### config.mk
export PLATFORM = sky130hd
export DESIGN_NAME = regblk_top
export DESIGN_NICKNAME = d
export VERILOG_FILES = /design/src/source/regblk_pkg.sv /design/src/source/apb_reg_adapter.sv /design/src/source/reg_block_0.sv /design/src/source/apb_bus_bridge.sv /design/src/source/reg_block_1.sv /design/src/source/regblk_top.sv
export SDC_FILE = /design/constraint.sdc
export NUM_CORES = 1
export LEC_CHECK = 0
export ABC_AREA = 1
export BUFFER_PORTS_ARGS = -buffer_cell sky130_fd_sc_hd__buf_2
export CAP_MARGIN = 20
export CORE_MARGIN = 2
export CORE_UTILIZATION = 45
export DETAILED_ROUTE_END_ITERATION = 10
export GPL_ROUTABILITY_DRIVEN = 0
export MAX_ROUTING_LAYER = met4
export PLACE_DENSITY = 0.67
export RECOVER_POWER = 25
export SLEW_MARGIN = 20
export SYNTH_ARGS = -nofsm -noshare
export SYNTH_HDL_FRONTEND = slang
export SYNTH_SLANG_ARGS = --single-unit
### constraint.sdc
create_clock -name clk -period 5.4 [get_ports clk]
set_clock_uncertainty 0.2 [all_clocks]
set_input_delay 0.27 -clock clk [delete_from_list [all_inputs] [get_ports clk]]
set_output_delay 0.27 -clock clk [all_outputs]
set_load 0.02 [all_outputs]
### src/source/regblk_pkg.sv
package regblk_pkg;

  // ************************************************************************
  // widths.
  // ************************************************************************
  localparam int DATA_W = 32;
  localparam int STRB_W = DATA_W / 8;
  localparam int ADDR_W = 16;
  localparam int OFS_W  = 9;   // byte offset inside reg_block_0.
  localparam int TRIG_W = 4;

  typedef logic [DATA_W-1:0] word_t;
  typedef logic [STRB_W-1:0] strb_t;
  typedef logic [ADDR_W-1:0] addr_t;
  typedef logic [TRIG_W-1:0] trigger_t;
  typedef logic [OFS_W-1:0]  offset_t;

  // ************************************************************************
  // register map of reg_block_0.
  // ************************************************************************
  localparam offset_t CTRL_OFS    = 9'h000;
  localparam offset_t TRIGGER_OFS = 9'h004;
  localparam offset_t STATUS_OFS  = 9'h008;
  localparam offset_t HWVAL_OFS   = 9'h00C;
  localparam offset_t WINDOW_OFS  = 9'h100;  // forwarded to reg_block_1.
  localparam offset_t WINDOW_SIZE = 9'h080;

  localparam int BLK1_REGS = 4;

  // ************************************************************************
  // local bus and APB.
  // ************************************************************************
  typedef enum logic [1:0] {
    BUS_READ  = 2'b00,
    BUS_WRITE = 2'b01
  } bus_access_e;

  typedef enum logic [1:0] {
    BUS_OKAY         = 2'b00,
    BUS_SLAVE_ERROR  = 2'b10,
    BUS_DECODE_ERROR = 2'b11
  } bus_status_e;

  typedef struct packed {
    logic  psel;
    logic  penable;
    addr_t paddr;
    logic  pwrite;
    strb_t pstrb;
    word_t pwdata;
  } apb_req_t;

  typedef struct packed {
    logic  pready;
    word_t prdata;
    logic  pslverr;
  } apb_rsp_t;

  typedef struct packed {
    logic        valid;
    bus_access_e access;
    addr_t       address;
    word_t       write_data;
    strb_t       strobe;
  } bus_req_t;

  typedef struct packed {
    logic        ready;
    bus_status_e status;
    word_t       read_data;
  } bus_rsp_t;

  // byte lanes with strobe set take the new data.
  function automatic word_t apply_strobe(word_t old_word, word_t new_word, strb_t strb);
    word_t merged;
    merged = old_word;
    for (int i = 0; i < STRB_W; i++) begin
      if (strb[i]) begin
        merged[8*i +: 8] = new_word[8*i +: 8];
      end
    end
    return merged;
  endfunction

endpackage

### src/source/apb_reg_adapter.sv
module apb_reg_adapter (
  input  regblk_pkg::apb_req_t i_apb,
  output regblk_pkg::apb_rsp_t o_apb,
  output regblk_pkg::bus_req_t o_bus_req,
  input  regblk_pkg::bus_rsp_t i_bus_rsp
);

  logic access_phase;

  // valid only during the access phase, held by the master until pready.
  assign access_phase = i_apb.psel && i_apb.penable;

  always_comb begin
    o_bus_req.valid      = access_phase;
    o_bus_req.access     = i_apb.pwrite ? regblk_pkg::BUS_WRITE : regblk_pkg::BUS_READ;
    o_bus_req.address    = i_apb.paddr;
    o_bus_req.write_data = i_apb.pwdata;
    o_bus_req.strobe     = i_apb.pstrb;
  end

  // ************************************************************************
  // response path, no register stage.
  // ************************************************************************
  always_comb begin
    o_apb.pready  = i_bus_rsp.ready;
    o_apb.prdata  = i_bus_rsp.read_data;
    o_apb.pslverr = i_bus_rsp.status != regblk_pkg::BUS_OKAY;  // slave or decode error.
  end

endmodule

### src/source/reg_block_0.sv
module reg_block_0 #(
  parameter regblk_pkg::addr_t BASE_ADDRESS      = 16'h1000,
  parameter regblk_pkg::word_t DEFAULT_READ_DATA = 32'hDEAD_BEAF
) (
  input  logic                 clk,
  input  logic                 i_rst_n,
  input  regblk_pkg::apb_req_t i_apb,
  output regblk_pkg::apb_rsp_t o_apb,
  output regblk_pkg::bus_req_t o_fwd_req,
  input  regblk_pkg::bus_rsp_t i_fwd_rsp,
  output regblk_pkg::word_t    o_ctrl,
  output regblk_pkg::trigger_t o_trigger,
  input  regblk_pkg::trigger_t i_status_set,
  output regblk_pkg::trigger_t o_status,
  input  regblk_pkg::word_t    i_hw_value
);

  regblk_pkg::bus_req_t bus_req;
  regblk_pkg::bus_rsp_t bus_rsp;
  regblk_pkg::addr_t    rel_addr;
  regblk_pkg::offset_t  ofs;
  regblk_pkg::offset_t  word_ofs;
  regblk_pkg::offset_t  win_ofs;
  logic                 in_range;
  logic                 win_hit;
  logic                 sel_ctrl;
  logic                 sel_trigger;
  logic                 sel_status;
  logic                 sel_hwval;
  logic                 wr_fire;
  logic                 local_hit;
  regblk_pkg::word_t    local_rdata;
  regblk_pkg::word_t    ctrl_q;
  regblk_pkg::trigger_t trigger_q;
  regblk_pkg::trigger_t status_q;
  regblk_pkg::trigger_t status_clr;

  apb_reg_adapter u_adapter (
    .i_apb     (i_apb),
    .o_apb     (o_apb),
    .o_bus_req (bus_req),
    .i_bus_rsp (bus_rsp)
  );

  // ************************************************************************
  // address decode.
  // ************************************************************************
  assign rel_addr = bus_req.address - BASE_ADDRESS;  // wraps when below base.
  assign in_range = (rel_addr >> regblk_pkg::OFS_W) == '0;
  assign ofs      = rel_addr[regblk_pkg::OFS_W-1:0];
  assign word_ofs = {ofs[regblk_pkg::OFS_W-1:2], 2'b00};
  assign win_ofs  = ofs - regblk_pkg::WINDOW_OFS;

  assign win_hit = in_range && (ofs >= regblk_pkg::WINDOW_OFS) &&
                   (ofs < regblk_pkg::WINDOW_OFS + regblk_pkg::WINDOW_SIZE);

  assign sel_ctrl    = in_range && (word_ofs == regblk_pkg::CTRL_OFS);
  assign sel_trigger = in_range && (word_ofs == regblk_pkg::TRIGGER_OFS);
  assign sel_status  = in_range && (word_ofs == regblk_pkg::STATUS_OFS);
  assign sel_hwval   = in_range && (word_ofs == regblk_pkg::HWVAL_OFS);

  // local registers are ready at once, so valid marks the completion edge.
  assign wr_fire = bus_req.valid && (bus_req.access == regblk_pkg::BUS_WRITE);

  assign status_clr = (wr_fire && sel_status && bus_req.strobe[0]) ?
                      bus_req.write_data[regblk_pkg::TRIG_W-1:0] : '0;

  // ************************************************************************
  // field storage.
  // ************************************************************************
  always_ff @(posedge clk) begin
    if (!i_rst_n) begin
      ctrl_q    <= '0;
      trigger_q <= '0;
      status_q  <= '0;
    end else begin
      if (wr_fire && sel_ctrl) begin
        ctrl_q <= regblk_pkg::apply_strobe(ctrl_q, bus_req.write_data, bus_req.strobe);
      end
      trigger_q <= (wr_fire && sel_trigger && bus_req.strobe[0]) ?
                   bus_req.write_data[regblk_pkg::TRIG_W-1:0] : '0;  // one cycle pulse.
      status_q  <= (status_q & ~status_clr) | i_status_set;  // set wins.
    end
  end

  assign o_ctrl    = ctrl_q;
  assign o_trigger = trigger_q;
  assign o_status  = status_q;

  // read mux.
  always_comb begin
    local_hit   = 1'b1;
    local_rdata = DEFAULT_READ_DATA;
    if (sel_ctrl) begin
      local_rdata = ctrl_q;
    end else if (sel_trigger) begin
      local_rdata = '0;
    end else if (sel_status) begin
      local_rdata = regblk_pkg::word_t'(status_q);
    end else if (sel_hwval) begin
      local_rdata = i_hw_value;
    end else begin
      local_hit = 1'b0;
    end
  end

  // ************************************************************************
  // response steering and forward port.
  // ************************************************************************
  always_comb begin
    if (win_hit) begin
      bus_rsp = i_fwd_rsp;
    end else begin
      bus_rsp.ready     = bus_req.valid;
      bus_rsp.status    = local_hit ? regblk_pkg::BUS_OKAY : regblk_pkg::BUS_DECODE_ERROR;
      bus_rsp.read_data = local_rdata;
    end
  end

  always_comb begin
    o_fwd_req         = bus_req;
    o_fwd_req.valid   = bus_req.valid && win_hit;
    o_fwd_req.address = regblk_pkg::addr_t'(win_ofs);  // offset inside the window.
  end

endmodule

### src/source/apb_bus_bridge.sv
module apb_bus_bridge (
  input  logic                 clk,
  input  logic                 i_rst_n,
  input  regblk_pkg::bus_req_t i_bus_req,
  output regblk_pkg::bus_rsp_t o_bus_rsp,
  output regblk_pkg::apb_req_t o_apb,
  input  regblk_pkg::apb_rsp_t i_apb
);

  logic is_write;
  logic access_q;  // low is idle or setup, high is access.

  assign is_write = i_bus_req.access == regblk_pkg::BUS_WRITE;

  // ************************************************************************
  // phase machine.
  // ************************************************************************
  always_ff @(posedge clk) begin
    if (!i_rst_n) begin
      access_q <= 1'b0;
    end else if (!access_q) begin
      access_q <= i_bus_req.valid;  // setup lasts one cycle.
    end else if (i_apb.pready) begin
      access_q <= 1'b0;
    end
  end

  // the request is held upstream until ready, so it drives the APB directly.
  always_comb begin
    o_apb.psel    = i_bus_req.valid || access_q;
    o_apb.penable = access_q;
    o_apb.paddr   = i_bus_req.address;
    o_apb.pwrite  = is_write;
    o_apb.pstrb   = is_write ? i_bus_req.strobe : '0;  // no strobes on reads.
    o_apb.pwdata  = i_bus_req.write_data;
  end

  // ************************************************************************
  // response.
  // ************************************************************************
  always_comb begin
    o_bus_rsp.ready     = access_q && i_apb.pready;
    o_bus_rsp.status    = i_apb.pslverr ? regblk_pkg::BUS_SLAVE_ERROR :
                                          regblk_pkg::BUS_OKAY;
    o_bus_rsp.read_data = i_apb.prdata;
  end

endmodule

### src/source/reg_block_1.sv
module reg_block_1 #(
  parameter regblk_pkg::word_t DEFAULT_READ_DATA = 32'hDEAD_BEAF
) (
  input  logic                 clk,
  input  logic                 i_rst_n,
  input  regblk_pkg::apb_req_t i_apb,
  output regblk_pkg::apb_rsp_t o_apb
);

  localparam int IDX_W = $clog2(regblk_pkg::BLK1_REGS);

  regblk_pkg::bus_req_t bus_req;
  regblk_pkg::bus_rsp_t bus_rsp;
  regblk_pkg::word_t    regs_q [regblk_pkg::BLK1_REGS];
  logic [IDX_W-1:0]     idx;
  logic                 hit;
  logic                 wr_fire;

  apb_reg_adapter u_adapter (
    .i_apb     (i_apb),
    .o_apb     (o_apb),
    .o_bus_req (bus_req),
    .i_bus_rsp (bus_rsp)
  );

  // word index, anything above the register file is unmapped.
  assign idx     = bus_req.address[IDX_W+1:2];
  assign hit     = (bus_req.address >> (IDX_W + 2)) == '0;
  assign wr_fire = bus_req.valid && hit && (bus_req.access == regblk_pkg::BUS_WRITE);

  // ************************************************************************
  // scratch registers.
  // ************************************************************************
  always_ff @(posedge clk) begin
    if (!i_rst_n) begin
      for (int i = 0; i < regblk_pkg::BLK1_REGS; i++) begin
        regs_q[i] <= '0;
      end
    end else if (wr_fire) begin
      regs_q[idx] <= regblk_pkg::apply_strobe(regs_q[idx], bus_req.write_data,
                                              bus_req.strobe);
    end
  end

  always_comb begin
    bus_rsp.ready     = bus_req.valid;  // zero wait states.
    bus_rsp.status    = hit ? regblk_pkg::BUS_OKAY : regblk_pkg::BUS_DECODE_ERROR;
    bus_rsp.read_data = hit ? regs_q[idx] : DEFAULT_READ_DATA;
  end

endmodule

### src/source/regblk_top.sv
module regblk_top #(
  parameter regblk_pkg::addr_t BASE_ADDRESS      = 16'h1000,
  parameter regblk_pkg::word_t DEFAULT_READ_DATA = 32'hDEAD_BEAF
) (
  input  logic                 clk,
  input  logic                 i_rst_n,
  input  regblk_pkg::apb_req_t i_apb,
  output regblk_pkg::apb_rsp_t o_apb,
  output regblk_pkg::word_t    o_ctrl,
  output regblk_pkg::trigger_t o_trigger,
  input  regblk_pkg::trigger_t i_status_set,
  output regblk_pkg::trigger_t o_status,
  input  regblk_pkg::word_t    i_hw_value
);

  regblk_pkg::bus_req_t fwd_req;
  regblk_pkg::bus_rsp_t fwd_rsp;
  regblk_pkg::apb_req_t blk1_apb_req;  // internal APB, bridge to reg_block_1.
  regblk_pkg::apb_rsp_t blk1_apb_rsp;

  reg_block_0 #(
    .BASE_ADDRESS      (BASE_ADDRESS),
    .DEFAULT_READ_DATA (DEFAULT_READ_DATA)
  ) u_reg_block_0 (
    .clk          (clk),
    .i_rst_n      (i_rst_n),
    .i_apb        (i_apb),
    .o_apb        (o_apb),
    .o_fwd_req    (fwd_req),
    .i_fwd_rsp    (fwd_rsp),
    .o_ctrl       (o_ctrl),
    .o_trigger    (o_trigger),
    .i_status_set (i_status_set),
    .o_status     (o_status),
    .i_hw_value   (i_hw_value)
  );

  apb_bus_bridge u_bridge (
    .clk       (clk),
    .i_rst_n   (i_rst_n),
    .i_bus_req (fwd_req),
    .o_bus_rsp (fwd_rsp),
    .o_apb     (blk1_apb_req),
    .i_apb     (blk1_apb_rsp)
  );

  reg_block_1 #(
    .DEFAULT_READ_DATA (DEFAULT_READ_DATA)
  ) u_reg_block_1 (
    .clk     (clk),
    .i_rst_n (i_rst_n),
    .i_apb   (blk1_apb_req),
    .o_apb   (blk1_apb_rsp)
  );

endmodule

==> metrics.txt, run 1 <==
# TYPE chip_impl_metric gauge
chip_impl_metric{name="fillCellCount",unit=""} 1697
chip_impl_metric{name="cp_slowest_stage_delay",unit="ns"} 1.55
chip_impl_metric{name="post_drt_via_cell_ratio",unit=""} 5.325
chip_impl_metric{name="design.final.nets",unit=""} 1269
chip_impl_metric{name="fp.dieArea",unit="um2"} 19640
chip_impl_metric{name="drc",unit=""} 15
chip_impl_metric{name="layout-drive-gt1-share",unit="%"} 16.08
chip_impl_metric{name="gr_overflow_total",unit=""} 0
chip_impl_info{name="yosys-top-cells-area",value="sky130_fd_sc_hd__edfxtp_1 46%, sky130_fd_sc_hd__nand2_1 11%, sky130_fd_sc_hd__dfxtp_1 9.8%"} 1
chip_impl_metric{name="floorplan.die.height",unit="um"} 140.1
chip_impl_info{name="post-synth-top-area-cell",value="sky130_fd_sc_hd__edfxtp_1"} 1
chip_impl_metric{name="yosysSeqAreaShare",unit="%"} 55.93
chip_impl_info{name="worst_setup_path_start_kind",value="primary input"} 1
chip_impl_metric{name="mappedNetlistArea",unit="um2"} 8339
chip_impl_metric{name="standby_leakage_power",unit="nW"} 4.415
chip_impl_metric{name="first_global_vias",unit=""} 6914
chip_impl_metric{name="worst_ir_drop_vdd",unit="uV"} 206.3
chip_impl_metric{name="cts.path.max_buffers",unit=""} 2
chip_impl_metric{name="fmax",unit="MHz"} 239.8
chip_impl_metric{name="setup_slack",unit="ns"} 1.229
chip_impl_metric{name="cts_resized",unit=""} 0
chip_impl_metric{name="netlist-cell-type-count",unit=""} 36
chip_impl_metric{name="placement.setup.worst_slack",unit="ns"} 2.026
chip_impl_metric{name="synthesis.nets",unit=""} 1091
chip_impl_metric{name="area_growth_syn_to_layout",unit="%"} 22.06
chip_impl_metric{name="peak_fanout_along_the_critical_path",unit=""} 43
chip_impl_info{name="timing.critical_path.slowest_stage_cell",value="sky130_fd_sc_hd__clkbuf_1"} 1
chip_impl_metric{name="finalHoldViolations",unit=""} 0
chip_impl_metric{name="worst_slew_margin_rel",unit="%"} -53.96
chip_impl_info{name="path_common_cell",value="sky130_fd_sc_hd__clkbuf_1"} 1
chip_impl_metric{name="cts_inserted_buffers",unit=""} 17
chip_impl_metric{name="final_critical_path_time_including_i_o_delays_and_setup",unit="ns"} 4.171
chip_impl_metric{name="antenna-diode-count",unit=""} 0
chip_impl_metric{name="initial_core_util",unit="%"} 46.11
chip_impl_metric{name="worst_skew_pair.late_latency",unit="ns"} 0.43
chip_impl_info{name="outcome",value="finished with violations"} 1
chip_impl_info{name="tritoncts",value="done"} 1
chip_impl_metric{name="detailedPlacementHpwl",unit="mm"} 15.43
chip_impl_metric{name="finalCoreUtilization",unit="%"} 56.28
chip_impl_metric{name="setup_viol_count_final",unit=""} 0
chip_impl_info{name="clk_root_buffer_cell",value="sky130_fd_sc_hd__clkbuf_16"} 1
chip_impl_metric{name="synth_edf_count",unit=""} 128
chip_impl_metric{name="fin_setup_tns",unit="ns"} 0
chip_impl_info{name="violations",value="DRC, capacitance limit, slew limit"} 1
chip_impl_metric{name="ys.warnings.count",unit=""} 0
chip_impl_info{name="top_delay_family_on_crit_path",value="buffers and inverters"} 1
chip_impl_metric{name="synth_top_area_share",unit="%"} 46.09
chip_impl_metric{name="path_buf_inv",unit=""} 3
chip_impl_metric{name="routed-via-count",unit=""} 7546
chip_impl_metric{name="post-route-period-util",unit="%"} 77.24
chip_impl_metric{name="slew_viol_final",unit=""} 77
chip_impl_metric{name="drt-wirelength-per-cell",unit="um"} 17.55
chip_impl_metric{name="ys_ff_latch",unit=""} 169
chip_impl_metric{name="numPortBuffers",unit=""} 164
chip_impl_info{name="ys.flop_type",value="sky130_fd_sc_hd__edfxtp_1"} 1
chip_impl_info{name="cp_cell_sequence",value="buf_2 -> nand2_1 -> clkbuf_1 -> o21ai_2 -> clkbuf_1"} 1
chip_impl_metric{name="antenna_violations_before_repair",unit=""} 0
chip_impl_metric{name="synthCells",unit=""} 997
chip_impl_metric{name="maxCapViolCount",unit=""} 2
chip_impl_info{name="grt_setup_unrepaired",value="false"} 1
chip_impl_metric{name="per_instance_average_area_after_synthesis",unit="um2"} 8.364
chip_impl_metric{name="io_pins",unit=""} 167
chip_impl_metric{name="cts.sinks",unit=""} 169
chip_impl_metric{name="initial_detailed_routing_violation_count",unit=""} 648
chip_impl_metric{name="die_width",unit="um"} 140.1
chip_impl_metric{name="antenna_violating_nets_post_route",unit=""} 0
chip_impl_metric{name="cts_htree_levels",unit=""} 4
chip_impl_metric{name="routed_wirelength",unit="mm"} 24.87
chip_impl_metric{name="arrival",unit="ns"} 3.98
chip_impl_metric{name="core_region_area",unit="um2"} 18090
chip_impl_metric{name="global_route_wire_length_before_repair",unit="mm"} 37.78
chip_impl_info{name="criticalPathCategory",value="in -> reg"} 1
chip_impl_metric{name="slew_at_the_pin_closest_to_its_max_slew_limit",unit="ns"} 2.309
chip_impl_metric{name="grt_max_degree",unit=""} 46
chip_impl_metric{name="all_layer_gr_usage",unit="%"} 25.98
chip_impl_metric{name="worst-endpoint-required",unit="ns"} 5.21
chip_impl_info{name="cp_capture_type",value="register"} 1
chip_impl_metric{name="placementRows",unit=""} 49
chip_impl_metric{name="cts.clk_slew.worst_paths",unit="ns"} 0.07
chip_impl_metric{name="dr.pass1.iters",unit=""} 11
chip_impl_info{name="hold_path_class",value="in -> reg"} 1
chip_impl_metric{name="synth_async_sr_flop_share",unit="%"} 0
chip_impl_metric{name="power.density",unit="nW/um2"} 280.4
[registers in the layout (all words and copies together), names as in the netlist]
name                     count
u_reg_block_1.regs_q       128
u_bridge.access_q            1
u_reg_block_0.o_status       4
u_reg_block_0.o_ctrl        32
u_reg_block_0.o_trigger      4
[cell usage after synthesis (2+ instances only)]
library cell               number
sky130_fd_sc_hd__nand2_1      242
sky130_fd_sc_hd__nor2_1       160
sky130_fd_sc_hd__edfxtp_1     128
sky130_fd_sc_hd__inv_1        120
sky130_fd_sc_hd__a21oi_1       49
sky130_fd_sc_hd__nand3_1       42
sky130_fd_sc_hd__nand4_1       42
sky130_fd_sc_hd__dfxtp_1       41
sky130_fd_sc_hd__o21ai_0       36
sky130_fd_sc_hd__clkbuf_1      28
sky130_fd_sc_hd__o22ai_1       22
sky130_fd_sc_hd__or2_2         15
sky130_fd_sc_hd__buf_2         12
sky130_fd_sc_hd__o21ai_1       12
sky130_fd_sc_hd__buf_1          7
sky130_fd_sc_hd__a22o_1         4
sky130_fd_sc_hd__a22oi_1        4
sky130_fd_sc_hd__inv_2          4
sky130_fd_sc_hd__o21bai_1       4
sky130_fd_sc_hd__buf_6          3
sky130_fd_sc_hd__o211ai_1       3
sky130_fd_sc_hd__buf_4          2
sky130_fd_sc_hd__nand2_2        2
sky130_fd_sc_hd__nor2_2         2
sky130_fd_sc_hd__nor2_4         2
[cell families after synthesis]
kind of cell	share of synthesized area [%]
and+or+nand+nor	26.36
AOI/OAI and AO/OA	8.972
buffers and inverters	8.582
adders and majority gates	0.1500
DFF	55.93
[stage by stage]
stage                     std cells  total power, mW  hold slack, ns  cell area, um2
after floorplan                 997            1.588          0.2040            8339
after global placement         1348            1.677          0.2312            9305
after detailed placement       1348            1.679          0.2350            9305
after CTS                      1416            2.855         0.01868           10230
after global routing           1417            2.932         0.03062           10180
final                          1417            2.854         0.03315           10180
[worst register-to-register path, cell delays in order, from the launching register on]
cell	delay, ns
sky130_fd_sc_hd__dfxtp_1	0.34
sky130_fd_sc_hd__nand2_1	0.06
sky130_fd_sc_hd__nor2_1	0.14
sky130_fd_sc_hd__inv_1	0.14
sky130_fd_sc_hd__o21ai_2	0.13
sky130_fd_sc_hd__clkbuf_1	1.55
[cells in the final DEF, fill, tap and decap left out, types with 41 or more instances in the layout]
cell type                    n
sky130_fd_sc_hd__nand2_1   243
sky130_fd_sc_hd__nor2_1    160
sky130_fd_sc_hd__edfxtp_1  128
sky130_fd_sc_hd__buf_2     124
sky130_fd_sc_hd__inv_1     121
sky130_fd_sc_hd__a21oi_1    49
sky130_fd_sc_hd__clkbuf_1   46
sky130_fd_sc_hd__nand3_1    42
sky130_fd_sc_hd__nand4_1    42
sky130_fd_sc_hd__dfxtp_1    41
[layer usage]
metal | GRT usage [%] | vias to the layer above | share of wire (%)
li1 | - | 3636 | -
met1 | 32.38 | 3494 | 41
met2 | 42.57 | 365 | 49
met3 | 5.231 | 51 | 8.2
met4 | 8.985 | 0 | 2.2
met5 | - | - | 0
[power breakdown]
part           internal [mW]  leakage (nW)  switching (mW)
logic                 0.0782          2.50           0.159
registers               1.43          1.65         0.00974
clock network          0.680         0.263           0.499
total                   2.19          4.42           0.669
[path summary, 6_finish.rpt]
path	slack (ns)	depth (start not counted)	end	start
max	1.23	5	u_reg_block_1.regs_q[1][5]	i_apb[39]
min	0.03	3	u_reg_block_0.o_ctrl[2]	i_rst_n
max reg2reg	2.40	5	u_reg_block_1.regs_q[1][5]	u_bridge.access_q
min reg2reg	0.25	1	u_bridge.access_q	u_bridge.access_q
[layout make-up]
| class | count | area (um2) | area share [%] |
|---|---|---|---|
| sequential | 169 | 4664 | 45.83 |
| clock buffer | 21 | 440.4 | 4.327 |
| clock inverter | 11 | 125.1 | 1.229 |
| timing repair buffer | 211 | 1214 | 11.92 |
| multi-input combinational | 650 | 2973 | 29.21 |
| tap | 229 | 286.5 | 2.815 |
| inverter | 126 | 475.5 | 4.671 |
[what timing repair did]
| item | in CTS | in global routing |
|---|---|---|
| hold buffers | 36 | 0 |
| hold endpoints to repair | 40 | 0 |
| setup buffers | 0 | 0 |
| endpoints found under the setup margin | 0 | 0 |
No activity file was read; power rests on OpenSTA's default activity.
==> inputs of run 2 (changes only) <==
--- a/config.mk
+++ b/config.mk
@@ -13,7 +13,7 @@
 export DETAILED_ROUTE_END_ITERATION = 10
 export GPL_ROUTABILITY_DRIVEN = 0
 export MAX_ROUTING_LAYER = met4
-export PLACE_DENSITY = 0.67
+export PLACE_DENSITY = 0.7
 export RECOVER_POWER = 25
 export SLEW_MARGIN = 20
 export SYNTH_ARGS = -nofsm -noshare
==> constraint.sdc (replaced) <==
create_clock -name clk -period 3.35 [get_ports clk]
set_clock_uncertainty 0.2 [all_clocks]
set_input_delay 0.1675 -clock clk [delete_from_list [all_inputs] [get_ports clk]]
set_output_delay 0.1675 -clock clk [all_outputs]
set_load 0.02 [all_outputs]
==> run 2 against run 1 <==
Against the previous run:
- the flow still finishes with violations (DRC, capacitance limit, slew limit)
- combinational power increased by 73%
- design area rose by 5.5%
- worst setup slack worse by 1.1 ns
- count of clock-buffer cells in the layout rose by 5
- worst hold slack gained 0.041 ns
- sequential share of layout area fell by 2.4 points
- via count up 4.7%
- critical endpoint is now u_reg_block_1.regs_q[2][31]
==> metrics.txt, run 2 (synthesis gave the netlist of run 1 again) <==
# TYPE chip_impl_metric gauge
chip_impl_info{name="most-common-layout-cells",value="242 x sky130_fd_sc_hd__nand2_1, 159 x sky130_fd_sc_hd__nor2_1, 128 x sky130_fd_sc_hd__edfxtp_1"} 1
chip_impl_metric{name="all_layer_gr_usage",unit="%"} 27.42
chip_impl_metric{name="core_region_area",unit="um2"} 18090
chip_impl_metric{name="post-route-period-util",unit="%"} 94.74
chip_impl_metric{name="area_growth_syn_to_layout",unit="%"} 28.75
chip_impl_metric{name="antenna_violations_before_repair",unit=""} 0
chip_impl_metric{name="fin_area",unit="um2"} 10740
chip_impl_metric{name="cts_htree_levels",unit=""} 4
chip_impl_metric{name="drt-wirelength-per-cell",unit="um"} 17.58
chip_impl_info{name="clk_root_buffer_cell",value="sky130_fd_sc_hd__clkbuf_16"} 1
chip_impl_metric{name="hold_ws",unit="ns"} 0.07449
chip_impl_info{name="final_common_cell",value="sky130_fd_sc_hd__nand2_1"} 1
chip_impl_metric{name="detailedPlacementHpwl",unit="mm"} 16.28
chip_impl_metric{name="detailed_place.area",unit="um2"} 9489
chip_impl_metric{name="worst_skew_pair.late_latency",unit="ns"} 0.43
chip_impl_metric{name="initial_detailed_routing_violation_count",unit=""} 946
chip_impl_metric{name="drc",unit=""} 11
chip_impl_metric{name="antenna_violating_nets_post_route",unit=""} 0
chip_impl_metric{name="first_global_vias",unit=""} 7693
chip_impl_metric{name="cts.clk_slew.worst_paths",unit="ns"} 0.06
chip_impl_info{name="violations",value="DRC, capacitance limit, slew limit"} 1
chip_impl_metric{name="placementRows",unit=""} 49
chip_impl_metric{name="cts.sinks",unit=""} 169
chip_impl_metric{name="antenna-diode-count",unit=""} 0
chip_impl_metric{name="largest_reg_flops",unit=""} 128
chip_impl_metric{name="slew_viol_final",unit=""} 24
chip_impl_metric{name="routed-via-count",unit=""} 7897
chip_impl_metric{name="postCtsSetupBuffers",unit=""} 0
chip_impl_info{name="worst_setup_path_start_kind",value="primary input"} 1
chip_impl_metric{name="place.detailed.instances",unit=""} 1365
chip_impl_metric{name="worst-endpoint-required",unit="ns"} 3.28
chip_impl_metric{name="dr.pass1.iters",unit=""} 9
chip_impl_metric{name="post_drt_via_cell_ratio",unit=""} 5.368
chip_impl_metric{name="arrival",unit="ns"} 3.10
chip_impl_metric{name="gr_overflow_total",unit=""} 0
chip_impl_metric{name="io_pins",unit=""} 167
chip_impl_metric{name="worst_slew_margin_rel",unit="%"} -1.455
chip_impl_metric{name="cts.path.max_buffers",unit=""} 2
chip_impl_metric{name="final_critical_path_time_including_i_o_delays_and_setup",unit="ns"} 3.174
chip_impl_metric{name="finalHoldViolations",unit=""} 0
chip_impl_metric{name="fp.dieArea",unit="um2"} 19640
chip_impl_metric{name="power.density",unit="nW/um2"} 439.4
chip_impl_metric{name="peak_fanout_along_the_critical_path",unit=""} 19
chip_impl_metric{name="numPortBuffers",unit=""} 164
chip_impl_metric{name="design.final.nets",unit=""} 1323
chip_impl_metric{name="fin_setup_tns",unit="ns"} 0
chip_impl_metric{name="cts_inserted_buffers",unit=""} 17
chip_impl_metric{name="power.total",unit="mW"} 4.717
chip_impl_info{name="hold_path_class",value="in -> reg"} 1
chip_impl_metric{name="layout-drive-gt1-share",unit="%"} 16.26
chip_impl_metric{name="die_width",unit="um"} 140.1
chip_impl_info{name="grt_setup_unrepaired",value="false"} 1
chip_impl_metric{name="global_route_wire_length_before_repair",unit="mm"} 40.42
chip_impl_metric{name="setup_viol_count_final",unit=""} 0
chip_impl_info{name="criticalPathCategory",value="in -> reg"} 1
chip_impl_metric{name="routed_wirelength",unit="mm"} 25.87
chip_impl_info{name="top_register",value="u_reg_block_1.regs_q"} 1
chip_impl_metric{name="fmax",unit="MHz"} 315.1
chip_impl_metric{name="maxCapViolCount",unit=""} 1
chip_impl_info{name="tritoncts",value="done"} 1
chip_impl_metric{name="standby_leakage_power",unit="nW"} 4.581
chip_impl_metric{name="worst_ir_drop_vdd",unit="uV"} 379.2
chip_impl_metric{name="initial_core_util",unit="%"} 46.11
chip_impl_info{name="cp_capture_type",value="register"} 1
chip_impl_metric{name="slew_at_the_pin_closest_to_its_max_slew_limit",unit="ns"} 1.522
chip_impl_metric{name="final_cell_count_no_fill",unit=""} 1471
chip_impl_metric{name="floorplan.die.height",unit="um"} 140.1
chip_impl_info{name="outcome",value="finished with violations"} 1
chip_impl_metric{name="grt_max_degree",unit=""} 45
-- run 2: per-layer routing --
metal / part of all wire (%) / GRT usage (%) / vias up / routed length [um]
met5: 0 / - / - / 0
met4: 3.6 / 11.80 / 0 / 928
met3: 7.3 / 5.402 / 77 / 1881
met2: 49 / 45.22 / 373 / 12750
met1: 40 / 33.02 / 3713 / 10310
li1: - / - / 3734 / -
-- run 2: final timing paths --
kind | start | slack (ns) | depth (start not counted) | endpoint
worst min-delay path | i_apb[45] | 0.07 | 5 | u_bridge.access_q
worst max-delay path | i_apb[40] | 0.18 | 7 | u_reg_block_1.regs_q[2][31]
worst min register to register | u_bridge.access_q | 0.25 | 1 | u_bridge.access_q
worst max register to register | u_bridge.access_q | 0.75 | 5 | u_reg_block_1.regs_q[0][5]
-- run 2: metrics by stage --
stage	util, %	setup WS (ns)
after floorplan	-	0.4412
after global placement	52.47	0.8208
after detailed placement	52.47	0.7785
after CTS	59.84	0.2022
after global routing	59.36	0.08156
final	59.36	0.1762
-- run 2: layout make-up --
class | instances | area (um2)
multi-input cells | 650 | 2967
clock inverters | 6 | 113.9
inverters | 126 | 479.2
fillers | 1550 | 7350
repair buffers | 265 | 1747
clock buffers | 26 | 479.2
flip-flops and latches | 169 | 4664
well taps | 229 | 286.5
-- run 2: where the power goes --
group | leakage [nW] | switching, mW | total [mW] | internal [mW]
clock network | 0.279 | 0.773 | 1.99 | 1.22
logic | 2.65 | 0.262 | 0.412 | 0.149
registers | 1.65 | 0.0164 | 2.32 | 2.30
total | 4.58 | 1.05 | 4.72 | 3.67
-- run 2: worst max-delay path, cell delays in order --
cell and delay (ns):
sky130_fd_sc_hd__clkbuf_1 1.03, sky130_fd_sc_hd__inv_2 0.24, sky130_fd_sc_hd__nor2_2 0.18, sky130_fd_sc_hd__inv_1 0.07, sky130_fd_sc_hd__buf_4 0.21, sky130_fd_sc_hd__o21ai_0 0.85
sky130_fd_sc_hd__buf_4 0.34
-- run 2: timing repair --
item,4_1_cts,5_1_grt
setup endpoints to repair,0,9
hold buffers,74,0
resized for setup,0,2
endpoints found under the hold margin,41,0
==> inputs of run 3 (changes only) <==
--- a/config.mk
+++ b/config.mk
@@ -15,6 +15,7 @@
 export MAX_ROUTING_LAYER = met4
 export PLACE_DENSITY = 0.7
 export RECOVER_POWER = 25
+export SETUP_SLACK_MARGIN = 0.5
 export SLEW_MARGIN = 20
 export SYNTH_ARGS = -nofsm -noshare
 export SYNTH_HDL_FRONTEND = slang
==> run 3 against run 2 <==
Against the previous run:
- the run still ends with DRC, capacitance limit, slew limit left
- die area did not move
- clock power barely moved
- first-iteration DRC count fell by 9.2%
- power barely moved
- critical path depth rose by 4
- worst setup slack improved by 0.48 ns
- cell count did not move
- sequential share of layout area rose by 0.051 points
- worst hold slack barely moved
- routed wire length fell by 0.11%
- core utilization fell by 0.069 points
- largest cell class unchanged
- highest routed layer unchanged
==> metrics.txt, run 3 (synthesis gave the netlist of run 1 again) <==
# TYPE chip_impl_metric gauge
chip_impl_metric{name="setup_slack",unit="ns"} 0.6555
chip_impl_metric{name="fin_setup_tns",unit="ns"} 0
chip_impl_metric{name="slew_at_the_pin_closest_to_its_max_slew_limit",unit="ns"} 1.507
chip_impl_metric{name="floorplan.die.height",unit="um"} 140.1
chip_impl_metric{name="cts_htree_levels",unit=""} 4
chip_impl_info{name="path_common_cell",value="sky130_fd_sc_hd__nand2_1"} 1
chip_impl_metric{name="core_region_area",unit="um2"} 18090
chip_impl_metric{name="power.total",unit="mW"} 4.720
chip_impl_metric{name="final_cell_count_no_fill",unit=""} 1471
chip_impl_metric{name="standby_leakage_power",unit="nW"} 4.586
chip_impl_metric{name="post-route-period-util",unit="%"} 80.43
chip_impl_metric{name="worst_slew_margin_rel",unit="%"} -0.4350
chip_impl_metric{name="r2r_cells",unit=""} 5
chip_impl_info{name="hold_path.startpoint",value="i_apb[45]"} 1
chip_impl_metric{name="peak_fanout_along_the_critical_path",unit=""} 23
chip_impl_metric{name="slew_viol_final",unit=""} 23
chip_impl_metric{name="cts_inserted_buffers",unit=""} 17
chip_impl_info{name="end_of_the_worst_register_to_register_path",value="u_reg_block_1.regs_q[0][8]"} 1
chip_impl_metric{name="met2WireLength",unit="mm"} 12.61
chip_impl_metric{name="cts.sinks",unit=""} 169
chip_impl_metric{name="dr_wl_met3",unit="mm"} 1.915
chip_impl_metric{name="fmax",unit="MHz"} 371.1
chip_impl_info{name="rr_startpoint",value="u_bridge.access_q"} 1
chip_impl_metric{name="arrival",unit="ns"} 2.33
chip_impl_metric{name="initial_core_util",unit="%"} 46.11
chip_impl_info{name="criticalPathCategory",value="in -> out"} 1
chip_impl_metric{name="fp.dieArea",unit="um2"} 19640
chip_impl_metric{name="dr.pass1.iters",unit=""} 8
chip_impl_metric{name="grt_max_degree",unit=""} 45
chip_impl_metric{name="detailed_place.area",unit="um2"} 9489
chip_impl_info{name="timing.critical_path.slowest_stage_cell",value="sky130_fd_sc_hd__buf_2"} 1
chip_impl_info{name="top_register",value="u_reg_block_1.regs_q"} 1
chip_impl_info{name="violations",value="DRC, capacitance limit, slew limit"} 1
chip_impl_metric{name="cts.path.max_buffers",unit=""} 2
chip_impl_metric{name="layout-drive-gt1-share",unit="%"} 16.43
chip_impl_info{name="cp_cell_sequence",value="buf_2 -> inv_1 -> nand2_1 -> inv_2 -> nand2_1 -> nand2_1 -> a21oi_1 -> nand2_1 -> o21ai_0 -> inv_1 -> buf_2"} 1
chip_impl_info{name="whs_endpoint",value="u_bridge.access_q"} 1
chip_impl_info{name="worst_setup_path_start_kind",value="primary input"} 1
chip_impl_metric{name="numPortBuffers",unit=""} 164
chip_impl_info{name="grt_setup_unrepaired",value="false"} 1
chip_impl_metric{name="antenna-diode-count",unit=""} 0
chip_impl_metric{name="power.density",unit="nW/um2"} 440.2
chip_impl_info{name="outcome",value="finished with violations"} 1
chip_impl_metric{name="first_global_vias",unit=""} 7695
chip_impl_info{name="cp_capture_type",value="primary output"} 1
chip_impl_metric{name="routed-via-count",unit=""} 7907
chip_impl_metric{name="drt-wirelength-per-cell",unit="um"} 17.56
chip_impl_metric{name="timing.reg2reg.setup_slack",unit="ns"} 0.73
chip_impl_metric{name="initial_detailed_routing_violation_count",unit=""} 859
chip_impl_metric{name="cts.clk_slew.worst_paths",unit="ns"} 0.06
chip_impl_metric{name="detailedPlacementHpwl",unit="mm"} 16.28
chip_impl_metric{name="worst_hold_stages",unit=""} 5
chip_impl_metric{name="die_width",unit="um"} 140.1
chip_impl_metric{name="largest_reg_flops",unit=""} 128
chip_impl_info{name="most-common-layout-cells",value="243 x sky130_fd_sc_hd__nand2_1, 159 x sky130_fd_sc_hd__nor2_1, 128 x sky130_fd_sc_hd__edfxtp_1"} 1
chip_impl_info{name="routed.top_layer",value="met4"} 1
chip_impl_metric{name="area_growth_syn_to_layout",unit="%"} 28.60
chip_impl_metric{name="setup_viol_count_final",unit=""} 0
chip_impl_metric{name="antenna_violations_before_repair",unit=""} 0
chip_impl_metric{name="place.detailed.instances",unit=""} 1365
chip_impl_metric{name="worst_ir_drop_vdd",unit="uV"} 380.0
chip_impl_metric{name="final_critical_path_time_including_i_o_delays_and_setup",unit="ns"} 2.695
chip_impl_metric{name="placementRows",unit=""} 49
chip_impl_info{name="hold_path_class",value="in -> reg"} 1
chip_impl_metric{name="gr_overflow_total",unit=""} 0
chip_impl_info{name="tritoncts",value="done"} 1
chip_impl_metric{name="wl_met1",unit="mm"} 10.41
chip_impl_info{name="clk_root_buffer_cell",value="sky130_fd_sc_hd__clkbuf_16"} 1
chip_impl_metric{name="finalHoldViolations",unit=""} 0
chip_impl_metric{name="worst_skew_pair.late_latency",unit="ns"} 0.43
chip_impl_metric{name="io_pins",unit=""} 167
chip_impl_metric{name="global_route_wire_length_before_repair",unit="mm"} 40.42
chip_impl_metric{name="routed_wirelength",unit="mm"} 25.84
chip_impl_metric{name="design.final.nets",unit=""} 1323
chip_impl_metric{name="drc",unit=""} 11
chip_impl_metric{name="cp_slowest_stage_delay",unit="ns"} 0.46
chip_impl_metric{name="placement.setup.worst_slack",unit="ns"} 0.7785
chip_impl_metric{name="worst-endpoint-required",unit="ns"} 2.98
chip_impl_metric{name="post_drt_via_cell_ratio",unit=""} 5.375
chip_impl_metric{name="all_layer_gr_usage",unit="%"} 27.42
chip_impl_metric{name="maxCapViolCount",unit=""} 1
chip_impl_metric{name="postCtsSetupBuffers",unit=""} 0
chip_impl_info{name="final_common_cell",value="sky130_fd_sc_hd__nand2_1"} 1
chip_impl_metric{name="fin_area",unit="um2"} 10720
chip_impl_metric{name="antenna_violating_nets_post_route",unit=""} 0
[run 3: changes by cell type in the layout (fill, tap and decap cells not counted)]
| cell | previous run | this run |
|---|---|---|
| sky130_fd_sc_hd__clkbuf_1 | 53 | 50 |
| sky130_fd_sc_hd__o21ai_0 | 44 | 35 |
| sky130_fd_sc_hd__inv_1 | 119 | 120 |
| sky130_fd_sc_hd__clkbuf_2 | 0 | 1 |
| sky130_fd_sc_hd__nor2_2 | 2 | 3 |
| sky130_fd_sc_hd__inv_2 | 4 | 3 |
| sky130_fd_sc_hd__nor2_4 | 3 | 2 |
| sky130_fd_sc_hd__o21ai_2 | 0 | 1 |
| sky130_fd_sc_hd__buf_4 | 19 | 20 |
| sky130_fd_sc_hd__nand2_1 | 242 | 243 |
| sky130_fd_sc_hd__buf_2 | 122 | 124 |
| sky130_fd_sc_hd__buf_12 | 4 | 3 |
| sky130_fd_sc_hd__o21ai_1 | 4 | 12 |
| sky130_fd_sc_hd__nand2_2 | 2 | 1 |
[run 3: final cells by class]
class	instances	area, um2
well taps	229	286.5
repair buffers	265	1738
fillers	1551	7362
clock inverters	6	113.9
multi-input cells	650	2963
flip-flops and latches	169	4664
inverters	126	479.2
clock buffers	26	479.2
[run 3: stage by stage]
stage,utilization [%],hold slack [ns]
after global routing,59.29,0.1211
after CTS,59.84,0.05784
after detailed placement,52.47,0.2115
final,59.29,0.07450
after global placement,52.47,0.2142
after floorplan,-,0.1015
[run 3: how the worst max path moves through the flow]
stage	start	endpoint	slack [ns]	cells past startpoint
after detailed placement	i_apb[44]	o_apb[3]	0.78	10
after global routing	i_apb[44]	u_reg_block_0.o_ctrl[4]	0.51	10
after CTS	i_apb[44]	o_apb[3]	0.76	10
after floorplan	i_apb[40]	u_reg_block_1.regs_q[2][0]	0.44	6
after global placement	i_apb[44]	o_apb[3]	0.82	10
final	i_apb[40]	o_apb[6]	0.66	11
[run 3: power breakdown]
group / internal [mW] / switching [mW]
clock: 1.22 / 0.777
combinational: 0.148 / 0.262
sequential: 2.30 / 0.0163
total: 3.67 / 1.06
[run 3: repair_timing]
action	CTS	global route
hold buffers	74	0
setup endpoints to repair	0	1
resized for setup	0	1
endpoints found under the hold margin	41	0
[run 3: layer usage]
| metal | global-route usage (%) | up-vias |
|---|---|---|
| met4 | 11.80 | 0 |
| met2 | 45.22 | 384 |
| met5 | - | - |
| met1 | 33.02 | 3723 |
| li1 | - | 3729 |
| met3 | 5.402 | 71 |
[run 3: worst max-delay path, delay by kind of cell]
family                 cells  cell delay [ns]
AOI/OAI and AO/OA          2             0.33
and+or+nand+nor            4             0.57
buffers and inverters      5             1.23
